===== config.mk =====
export PLATFORM = sky130hd
export DESIGN_NAME = dma_subsys_top
export DESIGN_NICKNAME = d
export VERILOG_FILES = /design/src/hdl/dma_job_pkg.sv /design/src/hdl/dma_reg_pkg.sv /design/src/hdl/dma_channel.sv /design/src/hdl/dma_fifo.sv /design/src/hdl/dma_mem_arbiter.sv /design/src/hdl/dma_reg_frontend.sv /design/src/hdl/dma_subsys_top.sv
export SDC_FILE = /design/constraint.sdc
export NUM_CORES = 1
export LEC_CHECK = 0
export BUFFER_PORTS_ARGS = -buffer_cell sky130_fd_sc_hd__buf_2
export CORE_MARGIN = 2
export CORE_UTILIZATION = 40
export CTS_CLUSTER_DIAMETER = 150
export CTS_CLUSTER_SIZE = 10
export DETAILED_ROUTE_END_ITERATION = 10
export GPL_TIMING_DRIVEN = 0
export SYNTH_ARGS = -nofsm -noshare
export SYNTH_HDL_FRONTEND = slang
export SYNTH_HIERARCHICAL = 1
export SYNTH_SLANG_ARGS = --single-unit

===== constraint.sdc =====
create_clock -name clk_i -period 6.4 [get_ports clk_i]
set_input_delay 0.64 -clock clk_i [delete_from_list [all_inputs] [get_ports clk_i]]
set_output_delay 0.64 -clock clk_i [all_outputs]
set_load 0.02 [all_outputs]

===== src/hdl/dma_job_pkg.sv =====
/* Memory word and address widths, job length width and the job descriptor */
package dma_job_pkg;

  // Word addressed memory
  localparam int unsigned MemAddrWidth = 16;
  localparam int unsigned MemDataWidth = 32;

  // Job length in words
  localparam int unsigned LenWidth = 16;

  // One copy job as handed from the frontend to a channel
  typedef struct packed {
    logic [MemAddrWidth-1:0] src;
    logic [MemAddrWidth-1:0] dst;
    logic [LenWidth-1:0]     len;
  } dma_job_t;

endpackage


===== src/hdl/dma_reg_pkg.sv =====
/* Register bus widths, register offsets and status bit positions
   of the DMA copy subsystem */
package dma_reg_pkg;

  // Register bus geometry
  localparam int unsigned RegAddrWidth = 6;
  localparam int unsigned RegDataWidth = 32;

  // Byte offsets of the register map
  localparam logic [RegAddrWidth-1:0] SrcOffset       = 6'h00;
  localparam logic [RegAddrWidth-1:0] DstOffset       = 6'h04;
  localparam logic [RegAddrWidth-1:0] LenOffset       = 6'h08;
  localparam logic [RegAddrWidth-1:0] LaunchOffset    = 6'h0C;
  localparam logic [RegAddrWidth-1:0] StatusOffset    = 6'h10;
  localparam logic [RegAddrWidth-1:0] DoneCountOffset = 6'h14;

  // Status word bits
  localparam int unsigned StatusBusyBit      = 0;
  localparam int unsigned StatusQueueFullBit = 1;
  // Sticky, cleared by any write to STATUS
  localparam int unsigned StatusRejectBit    = 2;

endpackage


===== src/hdl/dma_channel.sv =====
/* Copy channel that moves one job word by word, a read then a write */
`timescale 1ns/1ps

module dma_channel (
  input  logic                                 clk_i,
  input  logic                                 rst_i,
  input  logic                                 job_start_i,
  input  dma_job_pkg::dma_job_t                job_i,
  output logic                                 busy_o,
  output logic                                 done_o,
  output logic                                 mreq_o,
  output logic                                 mwe_o,
  output logic [dma_job_pkg::MemAddrWidth-1:0] maddr_o,
  output logic [dma_job_pkg::MemDataWidth-1:0] mwdata_o,
  input  logic                                 mgnt_i,
  input  logic                                 mrvalid_i,
  input  logic [dma_job_pkg::MemDataWidth-1:0] mrdata_i
);

  typedef enum logic [1:0] {
    Idle,
    RdReq,
    RdWait,
    WrReq
  } state_e;

  state_e                               state_q;
  logic [dma_job_pkg::MemAddrWidth-1:0] src_q;
  logic [dma_job_pkg::MemAddrWidth-1:0] dst_q;
  logic [dma_job_pkg::LenWidth-1:0]     len_q;
  logic [dma_job_pkg::MemDataWidth-1:0] data_q;

  assign busy_o   = (state_q != Idle);
  assign mreq_o   = (state_q == RdReq) || (state_q == WrReq);
  assign mwe_o    = (state_q == WrReq);
  assign maddr_o  = mwe_o ? dst_q : src_q;
  assign mwdata_o = data_q;

  always_ff @(posedge clk_i) begin
    if (rst_i) begin
      state_q <= Idle;
      done_o  <= 1'b0;
    end else begin
      done_o <= 1'b0;
      case (state_q)
        Idle: begin
          if (job_start_i) begin
            state_q <= RdReq;
          end
        end
        RdReq: begin
          if (mgnt_i) begin
            state_q <= RdWait;
          end
        end
        RdWait: begin
          if (mrvalid_i) begin
            state_q <= WrReq;
          end
        end
        WrReq: begin
          // Last word written ends the job
          if (mgnt_i && (len_q == dma_job_pkg::LenWidth'(1))) begin
            state_q <= Idle;
            done_o  <= 1'b1;
          end else if (mgnt_i) begin
            state_q <= RdReq;
          end
        end
        default: state_q <= Idle;
      endcase
    end
  end

  // Pointers, remaining length and the word in flight
  always_ff @(posedge clk_i) begin
    if ((state_q == Idle) && job_start_i) begin
      src_q <= job_i.src;
      dst_q <= job_i.dst;
      len_q <= job_i.len;
    end else if ((state_q == WrReq) && mgnt_i) begin
      src_q <= src_q + 1'b1;
      dst_q <= dst_q + 1'b1;
      len_q <= len_q - 1'b1;
    end
    if ((state_q == RdWait) && mrvalid_i) begin
      data_q <= mrdata_i;
    end
  end

  // An idle channel neither requests nor gets a grant
  assert property (@(posedge clk_i) disable iff (rst_i)
    (state_q == Idle) |-> (!mreq_o && !mgnt_i));
  // Read data routed by the arbiter only reaches the channel that asked
  assert property (@(posedge clk_i) disable iff (rst_i) mrvalid_i |-> (state_q == RdWait));

endmodule


===== src/hdl/dma_fifo.sv =====
/* Synchronous FIFO with a type parameter for the stored item */
`timescale 1ns/1ps

module dma_fifo #(
  parameter type         item_t = logic [7:0],
  parameter int unsigned Depth  = 4
) (
  input  logic  clk_i,
  input  logic  rst_i,
  input  logic  push_i,
  input  item_t item_i,
  input  logic  pop_i,
  output item_t item_o,
  output logic  empty_o,
  output logic  full_o
);

  localparam int unsigned PtrWidth   = (Depth > 1) ? $clog2(Depth) : 1;
  localparam int unsigned CountWidth = $clog2(Depth + 1);

  item_t                 mem_q [Depth];
  logic [PtrWidth-1:0]   wr_ptr_q;
  logic [PtrWidth-1:0]   rd_ptr_q;
  logic [CountWidth-1:0] count_q;
  logic                  do_push;
  logic                  do_pop;

  assign empty_o = (count_q == '0);
  assign full_o  = (count_q == CountWidth'(Depth));
  assign do_push = push_i && !full_o;
  assign do_pop  = pop_i && !empty_o;

  // Head stays visible while not empty
  assign item_o = mem_q[rd_ptr_q];

  always_ff @(posedge clk_i) begin
    if (do_push) begin
      mem_q[wr_ptr_q] <= item_i;
    end
  end

  always_ff @(posedge clk_i) begin
    if (rst_i) begin
      wr_ptr_q <= '0;
      rd_ptr_q <= '0;
      count_q  <= '0;
    end else begin
      if (do_push) begin
        wr_ptr_q <= (wr_ptr_q == PtrWidth'(Depth - 1)) ? '0 : wr_ptr_q + 1'b1;
      end
      if (do_pop) begin
        rd_ptr_q <= (rd_ptr_q == PtrWidth'(Depth - 1)) ? '0 : rd_ptr_q + 1'b1;
      end
      if (do_push && !do_pop) begin
        count_q <= count_q + 1'b1;
      end else if (do_pop && !do_push) begin
        count_q <= count_q - 1'b1;
      end
    end
  end

  assert property (@(posedge clk_i) disable iff (rst_i) !(push_i && full_o));
  assert property (@(posedge clk_i) disable iff (rst_i) !(pop_i && empty_o));

endmodule


===== src/hdl/dma_mem_arbiter.sv =====
/* Round-robin arbiter from the copy channels onto one memory port */
`timescale 1ns/1ps

module dma_mem_arbiter #(
  parameter int unsigned NumChannels = 3
) (
  input  logic                                 clk_i,
  input  logic                                 rst_i,
  input  logic [NumChannels-1:0]               mreq_i,
  input  logic [NumChannels-1:0]               mwe_i,
  input  logic [dma_job_pkg::MemAddrWidth-1:0] maddr_i [NumChannels],
  input  logic [dma_job_pkg::MemDataWidth-1:0] mwdata_i [NumChannels],
  output logic [NumChannels-1:0]               mgnt_o,
  output logic [NumChannels-1:0]               mrvalid_o,
  output logic [dma_job_pkg::MemDataWidth-1:0] mrdata_o,
  output logic                                 mem_req_o,
  output logic                                 mem_we_o,
  output logic [dma_job_pkg::MemAddrWidth-1:0] mem_addr_o,
  output logic [dma_job_pkg::MemDataWidth-1:0] mem_wdata_o,
  input  logic                                 mem_gnt_i,
  input  logic                                 mem_rvalid_i,
  input  logic [dma_job_pkg::MemDataWidth-1:0] mem_rdata_i
);

  localparam int unsigned IdxWidth = (NumChannels > 1) ? $clog2(NumChannels) : 1;

  logic [IdxWidth-1:0] rr_q;
  logic [IdxWidth-1:0] rr_sel;
  logic [IdxWidth-1:0] sel;
  logic [IdxWidth-1:0] hold_idx_q;
  logic [IdxWidth-1:0] rd_owner_q;
  logic                rr_found;
  logic                hold_q;
  logic                xfer;

  // First requester at or after the pointer
  always_comb begin
    int unsigned idx;
    rr_sel   = rr_q;
    rr_found = 1'b0;
    for (int unsigned k = 0; k < NumChannels; k++) begin
      idx = (32'(rr_q) + k) % NumChannels;
      if (!rr_found && mreq_i[idx]) begin
        rr_found = 1'b1;
        rr_sel   = IdxWidth'(idx);
      end
    end
  end

  // A stalled request keeps its channel until granted
  assign sel         = hold_q ? hold_idx_q : rr_sel;
  assign mem_req_o   = hold_q || rr_found;
  assign mem_we_o    = mwe_i[sel];
  assign mem_addr_o  = maddr_i[sel];
  assign mem_wdata_o = mwdata_i[sel];
  assign xfer        = mem_req_o && mem_gnt_i;
  assign mrdata_o    = mem_rdata_i;

  always_comb begin
    mgnt_o    = '0;
    mrvalid_o = '0;
    if (xfer) begin
      mgnt_o[sel] = 1'b1;
    end
    if (mem_rvalid_i) begin
      mrvalid_o[rd_owner_q] = 1'b1;
    end
  end

  always_ff @(posedge clk_i) begin
    if (rst_i) begin
      rr_q       <= '0;
      hold_q     <= 1'b0;
      hold_idx_q <= '0;
      rd_owner_q <= '0;
    end else if (xfer) begin
      hold_q <= 1'b0;
      rr_q   <= (sel == IdxWidth'(NumChannels - 1)) ? '0 : sel + 1'b1;
      if (!mem_we_o) begin
        rd_owner_q <= sel;
      end
    end else if (mem_req_o) begin
      hold_q     <= 1'b1;
      hold_idx_q <= sel;
    end
  end

  // Grants are one-hot and only reach a channel that still requests
  assert property (@(posedge clk_i) disable iff (rst_i)
    $onehot0(mgnt_o) && ((mgnt_o & ~mreq_i) == '0));
  // Memory returns data only right after a granted read
  assert property (@(posedge clk_i) disable iff (rst_i)
    mem_rvalid_i |-> $past(xfer && !mem_we_o));

endmodule


===== src/hdl/dma_reg_frontend.sv =====
/* Register frontend: staging registers, launch decode, job queue,
   channel dispatch, completion counter and interrupt */
`timescale 1ns/1ps

module dma_reg_frontend #(
  parameter int unsigned NumChannels   = 3,
  parameter int unsigned JobQueueDepth = 4
) (
  input  logic                                 clk_i,
  input  logic                                 rst_i,
  input  logic                                 reg_valid_i,
  input  logic                                 reg_write_i,
  input  logic [dma_reg_pkg::RegAddrWidth-1:0] reg_addr_i,
  input  logic [dma_reg_pkg::RegDataWidth-1:0] reg_wdata_i,
  output logic                                 reg_ready_o,
  output logic [dma_reg_pkg::RegDataWidth-1:0] reg_rdata_o,
  output logic [NumChannels-1:0]               job_start_o,
  output dma_job_pkg::dma_job_t                job_o [NumChannels],
  input  logic [NumChannels-1:0]               busy_i,
  input  logic [NumChannels-1:0]               done_i,
  output logic                                 irq_o
);

  logic                                  accept;
  logic                                  launch;
  logic                                  status_wr;
  logic [dma_job_pkg::MemAddrWidth-1:0]  src_q;
  logic [dma_job_pkg::MemAddrWidth-1:0]  dst_q;
  logic [dma_job_pkg::LenWidth-1:0]      len_q;
  logic                                  reject_q;
  logic [dma_reg_pkg::RegDataWidth-1:0]  done_count_q;
  logic [dma_reg_pkg::RegDataWidth-1:0]  done_sum;
  logic [dma_reg_pkg::RegDataWidth-1:0]  status_word;
  logic [dma_reg_pkg::RegDataWidth-1:0]  rdata_d;
  dma_job_pkg::dma_job_t                 new_job;
  dma_job_pkg::dma_job_t                 head_job;
  logic                                  q_push;
  logic                                  q_pop;
  logic                                  q_empty;
  logic                                  q_full;
  logic [NumChannels-1:0]                idle_pick;

  // New access seen while no response is pending
  assign accept    = reg_valid_i && !reg_ready_o;
  assign launch    = accept && reg_write_i && (reg_addr_i == dma_reg_pkg::LaunchOffset);
  assign status_wr = accept && reg_write_i && (reg_addr_i == dma_reg_pkg::StatusOffset);
  assign q_push    = launch && (len_q != '0) && !q_full;
  assign new_job   = '{src: src_q, dst: dst_q, len: len_q};

  always_ff @(posedge clk_i) begin
    if (accept && reg_write_i) begin
      case (reg_addr_i)
        dma_reg_pkg::SrcOffset: src_q <= reg_wdata_i[dma_job_pkg::MemAddrWidth-1:0];
        dma_reg_pkg::DstOffset: dst_q <= reg_wdata_i[dma_job_pkg::MemAddrWidth-1:0];
        dma_reg_pkg::LenOffset: len_q <= reg_wdata_i[dma_job_pkg::LenWidth-1:0];
        default: ;
      endcase
    end
  end

  always_comb begin
    status_word = '0;
    status_word[dma_reg_pkg::StatusBusyBit]      = (busy_i != '0) || !q_empty;
    status_word[dma_reg_pkg::StatusQueueFullBit] = q_full;
    status_word[dma_reg_pkg::StatusRejectBit]    = reject_q;
  end

  always_comb begin
    case (reg_addr_i)
      dma_reg_pkg::SrcOffset:       rdata_d = dma_reg_pkg::RegDataWidth'(src_q);
      dma_reg_pkg::DstOffset:       rdata_d = dma_reg_pkg::RegDataWidth'(dst_q);
      dma_reg_pkg::LenOffset:       rdata_d = dma_reg_pkg::RegDataWidth'(len_q);
      dma_reg_pkg::StatusOffset:    rdata_d = status_word;
      dma_reg_pkg::DoneCountOffset: rdata_d = done_count_q;
      default:                      rdata_d = '0;
    endcase
  end

  // Number of channels finishing this cycle
  always_comb begin
    done_sum = '0;
    for (int c = 0; c < NumChannels; c++) begin
      done_sum = done_sum + dma_reg_pkg::RegDataWidth'(done_i[c]);
    end
  end

  always_ff @(posedge clk_i) begin
    if (rst_i) begin
      reg_ready_o  <= 1'b0;
      reg_rdata_o  <= '0;
      reject_q     <= 1'b0;
      done_count_q <= '0;
      irq_o        <= 1'b0;
    end else begin
      reg_ready_o <= accept;
      if (accept) begin
        reg_rdata_o <= rdata_d;
      end
      // Zero length or full queue drops the launch
      if (launch && !q_push) begin
        reject_q <= 1'b1;
      end else if (status_wr) begin
        reject_q <= 1'b0;
      end
      done_count_q <= done_count_q + done_sum;
      irq_o        <= (done_i != '0);
    end
  end

  dma_fifo #(
    .item_t (dma_job_pkg::dma_job_t),
    .Depth  (JobQueueDepth)
  ) i_job_queue (
    .clk_i   (clk_i),
    .rst_i   (rst_i),
    .push_i  (q_push),
    .item_i  (new_job),
    .pop_i   (q_pop),
    .item_o  (head_job),
    .empty_o (q_empty),
    .full_o  (q_full)
  );

  // Lowest numbered idle channel takes the queue head
  always_comb begin
    idle_pick = '0;
    for (int c = 0; c < NumChannels; c++) begin
      if (!busy_i[c] && (idle_pick == '0)) begin
        idle_pick[c] = 1'b1;
      end
    end
  end

  assign job_start_o = q_empty ? '0 : idle_pick;
  assign q_pop       = !q_empty && (idle_pick != '0);

  always_comb begin
    for (int c = 0; c < NumChannels; c++) begin
      job_o[c] = head_job;
    end
  end

  assert property (@(posedge clk_i) disable iff (rst_i) $onehot0(job_start_o));
  // A started channel reports busy in the next cycle
  assert property (@(posedge clk_i) disable iff (rst_i)
    (job_start_o != '0) |=> ((busy_i & $past(job_start_o)) == $past(job_start_o)));

endmodule


===== src/hdl/dma_subsys_top.sv =====
/* DMA copy subsystem top: frontend, copy channels and memory arbiter */
`timescale 1ns/1ps

module dma_subsys_top #(
  parameter int unsigned NumChannels   = 3,
  parameter int unsigned JobQueueDepth = 4
) (
  input  logic                                 clk_i,
  input  logic                                 rst_i,
  input  logic                                 reg_valid_i,
  input  logic                                 reg_write_i,
  input  logic [dma_reg_pkg::RegAddrWidth-1:0] reg_addr_i,
  input  logic [dma_reg_pkg::RegDataWidth-1:0] reg_wdata_i,
  output logic                                 reg_ready_o,
  output logic [dma_reg_pkg::RegDataWidth-1:0] reg_rdata_o,
  output logic                                 irq_o,
  output logic                                 mem_req_o,
  output logic                                 mem_we_o,
  output logic [dma_job_pkg::MemAddrWidth-1:0] mem_addr_o,
  output logic [dma_job_pkg::MemDataWidth-1:0] mem_wdata_o,
  input  logic                                 mem_gnt_i,
  input  logic                                 mem_rvalid_i,
  input  logic [dma_job_pkg::MemDataWidth-1:0] mem_rdata_i
);

  // Frontend to channels
  logic [NumChannels-1:0]               job_start;
  dma_job_pkg::dma_job_t                job [NumChannels];
  logic [NumChannels-1:0]               busy;
  logic [NumChannels-1:0]               done;

  // Channels to arbiter
  logic [NumChannels-1:0]               mreq;
  logic [NumChannels-1:0]               mwe;
  logic [dma_job_pkg::MemAddrWidth-1:0] maddr [NumChannels];
  logic [dma_job_pkg::MemDataWidth-1:0] mwdata [NumChannels];
  logic [NumChannels-1:0]               mgnt;
  logic [NumChannels-1:0]               mrvalid;
  logic [dma_job_pkg::MemDataWidth-1:0] mrdata;

  dma_reg_frontend #(
    .NumChannels   (NumChannels),
    .JobQueueDepth (JobQueueDepth)
  ) i_frontend (
    .clk_i       (clk_i),
    .rst_i       (rst_i),
    .reg_valid_i (reg_valid_i),
    .reg_write_i (reg_write_i),
    .reg_addr_i  (reg_addr_i),
    .reg_wdata_i (reg_wdata_i),
    .reg_ready_o (reg_ready_o),
    .reg_rdata_o (reg_rdata_o),
    .job_start_o (job_start),
    .job_o       (job),
    .busy_i      (busy),
    .done_i      (done),
    .irq_o       (irq_o)
  );

  for (genvar i = 0; i < NumChannels; i++) begin : g_chan
    dma_channel i_channel (
      .clk_i       (clk_i),
      .rst_i       (rst_i),
      .job_start_i (job_start[i]),
      .job_i       (job[i]),
      .busy_o      (busy[i]),
      .done_o      (done[i]),
      .mreq_o      (mreq[i]),
      .mwe_o       (mwe[i]),
      .maddr_o     (maddr[i]),
      .mwdata_o    (mwdata[i]),
      .mgnt_i      (mgnt[i]),
      .mrvalid_i   (mrvalid[i]),
      .mrdata_i    (mrdata)
    );
  end

  dma_mem_arbiter #(
    .NumChannels (NumChannels)
  ) i_arbiter (
    .clk_i        (clk_i),
    .rst_i        (rst_i),
    .mreq_i       (mreq),
    .mwe_i        (mwe),
    .maddr_i      (maddr),
    .mwdata_i     (mwdata),
    .mgnt_o       (mgnt),
    .mrvalid_o    (mrvalid),
    .mrdata_o     (mrdata),
    .mem_req_o    (mem_req_o),
    .mem_we_o     (mem_we_o),
    .mem_addr_o   (mem_addr_o),
    .mem_wdata_o  (mem_wdata_o),
    .mem_gnt_i    (mem_gnt_i),
    .mem_rvalid_i (mem_rvalid_i),
    .mem_rdata_i  (mem_rdata_i)
  );

endmodule


### Word level (Yosys, flattened, before mapping)

Memories as Yosys holds them, arrays and structs flattened. A register that Yosys moved wholly into a read port is not among the register bits.
Index checks and enable logic that the tools add are counted.

* flip-flop bits (word level): 378
* bits in writable memories: 192
* input port bits: 76
* output and inout bits: 84
* word-level logic and storage cells: 264
* memories kept: 1

Memory list
* i_frontend.i_job_queue.mem_q: words 4, bits a word 48, rd ports 1, clocked after Yosys merged registers in 1, write ports 1, line dma_fifo.sv:21 `item_t mem_q [Depth];`

* add/subtract/negate cells: 19
* div/mod/pow operators: 3
* magnitude comparators: 8
* equality and inequality tests: 33
* multiplexer cells: 85
* bitwise operators: 6
* reduce and logical (&&, ||, !) cells: 76

Operator list (number)
* 16-bit 2-to-1 mux: 23
* 32-bit case mux with 5 select lines: 1
* 16-bit by 1-bit adder with 16-bit output, second input constant: 6
* 32-bit by 3-bit less-than comparator with 1-bit output, second input constant: 3
* 32-bit binary-select mux with 2-bit select: 1
* 32-bit by 2-bit modulo with 32-bit output, second input constant: 2
* 32-bit 2-to-1 mux: 2
* 16-bit by 1-bit equality test with 1-bit output, second input constant: 3
* 2-bit 2-to-1 mux: 24
* 16-bit by 1-bit subtractor with 16-bit output, second input constant: 3
* 32-bit by 1-bit adder with 32-bit output: 1
* 32-bit adder: 1
* 16-bit binary-select mux with 2-bit select: 1
* 2-bit by 2-bit modulo with 32-bit output, second input constant: 1
* 1-bit logical AND: 31
* 2-bit case mux with 4 select lines: 3
* 1-bit 2-to-1 mux: 19
* 2-bit equality test, second input constant: 9
* 16-bit nonzero test: 1
* 2-bit nonzero test: 8
* 3-bit 2-to-1 mux: 5
* 6-bit by 4-bit equality test with 1-bit output, second input constant: 2
* 6-bit by 5-bit equality test with 1-bit output, second input constant: 2
* 2-bit by 1-bit inequality test with 1-bit output, second input constant: 6
* 27 further kinds: 72

### Logic depth before layout (Yosys ltp)

* depth in word-level cells: 20
* mapped depth: 15

### Hierarchy

Netlist, hierarchy kept.

By module, submodules not included
* dma_channel: times used 3, cells each 359, area each 4141.5 um2, seq. area each 2462.4 um2
* dma_fifo: times used 1, cells each 300, area each 7413.4 um2, seq. area each 5945.7 um2
* dma_reg_frontend: times used 1, cells each 496, area each 5496.5 um2, seq. area each 2782.7 um2
* dma_mem_arbiter: times used 1, cells each 284, area each 1966.9 um2, seq. area each 140.1 um2

### Least setup slack after synthesis

Ideal clock, no wire load.

* path type: register -> register
* start point: reg i_arbiter.rr_q[0]
* end point: reg g_chan[2].i_channel/dst_q[0] (netlist name), enable pin
* arrival: 3.584 ns
* data required time: 5.994 ns
* path slack: 2.409 ns
* cell stages (with the launch flop): 14
* buffers on the path: 3
* cells stage by stage: dfxtp_1 inv_1 ha_1 buf_6 mux2i_1 o22ai_2 nor3_2 o41ai_4 and3_1 buf_2 buf_4 nor2b_1 nand2_1 nand2_1

* word-level cells in the longest chain between the ends: 18

Ends and longest elaborated chain
* start, declared: line dma_mem_arbiter.sv:27 `logic [IdxWidth-1:0] rr_q;`
* start signal, assigned: line dma_mem_arbiter.sv:78 `rr_q <= (sel == IdxWidth'(NumChannels - 1)) ? '0 : sel + 1'b1;`
* branches (longest 15 deep; another with 32-bit by 2-bit modulo with 32-bit output)
* 3-bit 2-to-1 mux (*): line dma_mem_arbiter.sv:62 `if (xfer) begin`
* via mgnt[2]: line dma_subsys_top.sv:37 `logic [NumChannels-1:0] mgnt;`
* 1-bit logical AND (*): line dma_channel.sv:81 `end else if ((state_q == WrReq) && mgnt_i) begin`
* 2-bit nonzero test (no line) (*)
* end signal, assigned: line dma_channel.sv:79 `dst_q <= job_i.dst;`
* end signal, assigned: line dma_channel.sv:83 `dst_q <= dst_q + 1'b1;`
* end, declared: line dma_channel.sv:29 `logic [dma_job_pkg::MemAddrWidth-1:0] dst_q;`

Mark *: on every way through the listed nets, which the timed path passes. The select of a mux whose other input is x is not followed.
A chain may end at the register's enable or synchronous reset.

### Worst setup path after layout

* start point: reg g_chan[0].i_channel.state_q[0]
* end point: reg g_chan[2].i_channel.done_o

* word-level cells in the longest chain between the ends: 19

Ends and longest elaborated chain
* start, declared: line dma_channel.sv:27 `state_e state_q;`
* start signal, assigned: line dma_channel.sv:41 `state_q <= Idle;`
* start signal, assigned: line dma_channel.sv:48 `state_q <= RdReq;`
* start signal, assigned: line dma_channel.sv:53 `state_q <= RdWait;`
* 2-bit equality test (*)
* via mwe[0]: line dma_subsys_top.sv:34 `logic [NumChannels-1:0] mwe;`
* 1-bit logical OR (*): line dma_channel.sv:34 `assign mreq_o = (state_q == RdReq) || (state_q == WrReq);`
* via mreq[0]: line dma_subsys_top.sv:33 `logic [NumChannels-1:0] mreq;`
* 1-bit binary-select mux with 2-bit select: line dma_mem_arbiter.sv:43 `if (!rr_found && mreq_i[idx]) begin`
* 1-bit 2-to-1 mux (not written as such): line dma_mem_arbiter.sv:43
* 1-bit 2-to-1 mux: line dma_mem_arbiter.sv:43
* 1-bit logical NOT: line dma_mem_arbiter.sv:43
* [6 not listed]
* 2-bit by 3-bit less-than comparator with 1-bit output (not written as such) or 2-bit by 1-bit >= comparator with 1-bit output (tied branches): line dma_mem_arbiter.sv:63 `mgnt_o[sel] = 1'b1;`
* 1-bit logical AND (not written as such): line dma_mem_arbiter.sv:63
* 1-bit 2-to-1 mux (not written as such): line dma_mem_arbiter.sv:63
* 1-bit demux with 2-bit select
* 3-bit 2-to-1 mux (*): line dma_mem_arbiter.sv:62
* via mgnt[2]: line dma_subsys_top.sv:37
* 1-bit logical AND (*): line dma_channel.sv:63 `if (mgnt_i && (len_q == dma_job_pkg::LenWidth'(1))) begin`
* 1-bit 2-to-1 mux (*): line dma_channel.sv:63
* end signal, assigned: line dma_channel.sv:42 `done_o <= 1'b0;`
* end signal, assigned: line dma_channel.sv:44 `done_o <= 1'b0;`
* end signal, assigned: line dma_channel.sv:65 `done_o <= 1'b1;`
* end, declared: line dma_channel.sv:10 `output logic done_o,`

The timed path passes the listed nets; every way through them passes the cells marked *. The select of a mux whose other input is x is not followed.

==> run metrics <==
run status=complete, no violations; total leakage power=10.65 nW; Net Sw Frac=0.3050; clock root buffer=clkbuf_16; number of buffers created by CTS=67; count of H-tree levels built during CTS=3; Post-Syn Area per Cell=12.66 um^2; number of standard cells after synthesis=2157; effective utilization at floorplan=0.4051; Resize count post-CTS=0; Area growth, synth to finish=13.82%; worst clock skew=0.03182 ns; final-report max-slew violation count=0; summed instance area of the synthesized netlist=27300 um^2; part of the power in the clock network=0.356; FF+latch count, synth=572; final core utilization=0.4611; Final Hold Fails=0; Die Span X=265.3 um; max incr delay on CP=0.81 ns; IO buf count=111; warning count from the yosys run=6; summed negative setup slack over all endpoints=0 ns; setup slack at placement=1.630 ns; Final #Nets=2464; Die Y=265.3 um; die area=70360 um^2; number of flops mapped to enable cells by yosys=480; area share of the largest cell type after synthesis=0.5280; number of buffers between clock root and the deepest sink=3; largest net degree at the start of global routing=49; RePlAce Congestion=0.8948; Rel. slew slack=0.1006; share of final-layout standard cells stronger than drive strength 1=0.2123; Power Dens Cells=315.7 nW/um^2; required time of the critical path=6.80 ns; max-cap check violation count=0; switching power=2.992 mW; number of different library cells in the post-synthesis netlist=82; maximum clock rate=0.2047 GHz; antenna violations before repair=0; kind of end point of the critical path=flip-flop; most common cell type on the critical path=nor2_1; TritonCTS Sinks=572; portion of total power attributed to combinational logic=0.229; min-delay worst type=primary input to flip-flop; wire per inst=22.25 um; total vias in the final route=18080; slowest stage cell on the critical path=nor4_1; final non-filler cell area=31070 um^2; number of remaining DRC errors=0; number of iterations in the first detailed-routing pass=5; WHS=0.2102 ns; placed wire-length estimate after detailed placement=52380 um; Critical Setup Path Class=flip-flop to flip-flop; maximum fanout along the worst path=10; Synth async-reset ratio=0; Final Routed Wirelength=72360 um; DR vias/cell=5.560; sequential area share after synthesis=0.5954; unrepaired setup endpoints after global routing=false; Reg2Reg Setup Slack=1.51 ns; Synth Flop Type=edfxtp_1; total power draw=9.809 mW; post-synthesis cell type with the largest combined area=edfxtp_1; most numerous cell in the Yosys netlist=edfxtp_1; Tightest Pin Transition=1.349 ns; cell area after placement=29120 um^2; number of placement rows=95; number of top-level design ports=160; sequential cell fraction of total power=0.415; post-CTS setup buffer count=0; GR Util All Layers=0.2047; time the final worst path needs with I/O delays and setup=4.886 ns; instance count after placement with tap cells included=3149; IR drop worst, VDD=0.1934 mV; Worst Path Arrival=5.29 ns; Overflow after GRT=0; antenna cell count=0; TritonCTS clock tree=built; final cell count without fillers=3252; hold buffers post-CTS=0; number of nets in the synthesized netlist=2276; internal power=6.817 mW; worst setup margin=1.514 ns; global-route wire length before repair=109000 um; 1st-iter DRT viols=1501; core area=67400 um^2; most used standard cells in the synthesized netlist=edfxtp_1, nand2_1, buf_4, o21ai_0, nor2_1; synth top area cells=edfxtp_1, dfxtp_1, mux4_2; cell breakdown of the critical path=ha_1 -> nor2_1 -> inv_1 -> mux2i_1 -> nor2_1 -> or2_1 -> o41ai_4 -> and3_1 -> buf_2 -> buf_4 -> nor2b_1 -> nand4_1 -> nor4_1; register clock-pin slew on the reported worst setup and hold paths=0.06 ns; filler cell count=6012; clock network latency to the later pin of the worst-skew pair=0.62 ns; post-route antenna net violation count=0; fin crit share=0.7634; via count of the first global-routing pass=17850; element type at the critical path start=flip-flop; number of setup violations in the final report=0
layout make-up:
type	instances	area, um^2	share of cell area
Clock buffer	97	1832	0.05895
Inverter	54	207.7	0.006684
Sequential cell	572	16260	0.5231
Multi-Input combinational cell	1311	9425	0.3033
Buffer	220	1439	0.04631
Tap cell	873	1092	0.03515
Timing Repair Buffer	119	704.4	0.02267
Clock inverter	6	117.6	0.003785
power groups by stage:
stage | combinational [mW] | clock [mW] | sequential [mW]
2_1_floorplan | 1.52 | 0 | 4.14
3_3_place_gp | 2.25 | 0 | 4.14
3_5_place_dp | 2.27 | 0 | 4.15
4_1_cts | 2.27 | 3.57 | 4.07
5_1_grt | 2.41 | 3.71 | 4.07
6_report | 2.25 | 3.49 | 4.07
logic make-up (layout without fill, tap and decap cells):
logic type | count (synthesis) | after routing | share of synthesized area
AOI/OAI and AO/OA | 355 | 355 | 0.07979
xor gates and xnor gates | 112 | 112 | 0.03593
adders and majority gates | 43 | 43 | 0.02053
buffers and inverters | 274 | 496 | 0.06031
DFF | 572 | 572 | 0.5954
muxes | 180 | 180 | 0.09148
and+or+nand+nor | 621 | 621 | 0.1165
flip-flops by register name, summed over array words and instances (netlist names), named ones only:
signal and count:
g_chan.i_channel/done_o 3, g_chan.i_channel/dst_q 48, i_frontend/src_q 16, i_frontend/reg_rdata_o 32
g_chan.i_channel/mwdata_o 96, i_frontend/done_count_q 32, g_chan.i_channel/len_q 48, i_arbiter/rd_owner_q 2
i_frontend/len_q 16, i_frontend/i_job_queue/wr_ptr_q 2, i_frontend/reg_ready_o 1, i_frontend/i_job_queue/mem_q 192
i_arbiter/hold_q 1, i_frontend/i_job_queue/count_q 3, i_arbiter/hold_idx_q 2, i_frontend/i_job_queue/rd_ptr_q 2
i_frontend/reject_q 1, i_frontend/irq_o 1, g_chan.i_channel/state_q 6, i_arbiter/rr_q 2
g_chan.i_channel/src_q 48, i_frontend/dst_q 16
metal layers:
layer,vias up,global-route usage,share of wire
met2,553,0.3353,0.47
met1,9078,0.2785,0.44
met3,116,0.03444,0.055
li1,8335,-,-
met5,-,0,0
met4,0,0.06459,0.028
cells in the final DEF, fill, tap and decap left out, types with 62 or more instances in the layout:
| cell | netlist | routed |
|---|---|---|
| buf_2 | 18 | 129 |
| buf_4 | 132 | 132 |
| clkbuf_1 | 51 | 79 |
| clkbuf_16 | 0 | 69 |
| dfxtp_1 | 92 | 92 |
| edfxtp_1 | 480 | 480 |
| mux2i_1 | 83 | 83 |
| nand2_1 | 236 | 233 |
| nor2_1 | 108 | 108 |
| o21ai_0 | 119 | 119 |
| xor2_1 | 62 | 62 |
critical path: cells and delay by family, from the launching register on:
| kind | cells | cell delay [ns] |
|---|---|---|
| AO/OA/AOI/OAI | 1 | 0.61 |
| adder cells (fa/ha/maj) | 1 | 0.35 |
| buffers and inverters | 3 | 0.57 |
| flip-flops | 1 | 0.35 |
| multiplexers | 1 | 0.26 |
| AND/OR/NAND/NOR | 7 | 2.55 |
worst paths after layout:
kind | startpoint | cells after the start | endpoint
worst max-delay path | g_chan[0].i_channel/state_q[0] | 13 | g_chan[2].i_channel/done_o
worst min-delay path | mem_rdata_i[0] | 1 | g_chan[1].i_channel/mwdata_o[0]
worst max register to register | g_chan[0].i_channel/state_q[0] | 13 | g_chan[2].i_channel/done_o
worst min register to register | i_frontend/reg_rdata_o[15] | 1 | i_frontend/reg_rdata_o[15]
(Power assumes the default switching activity.)
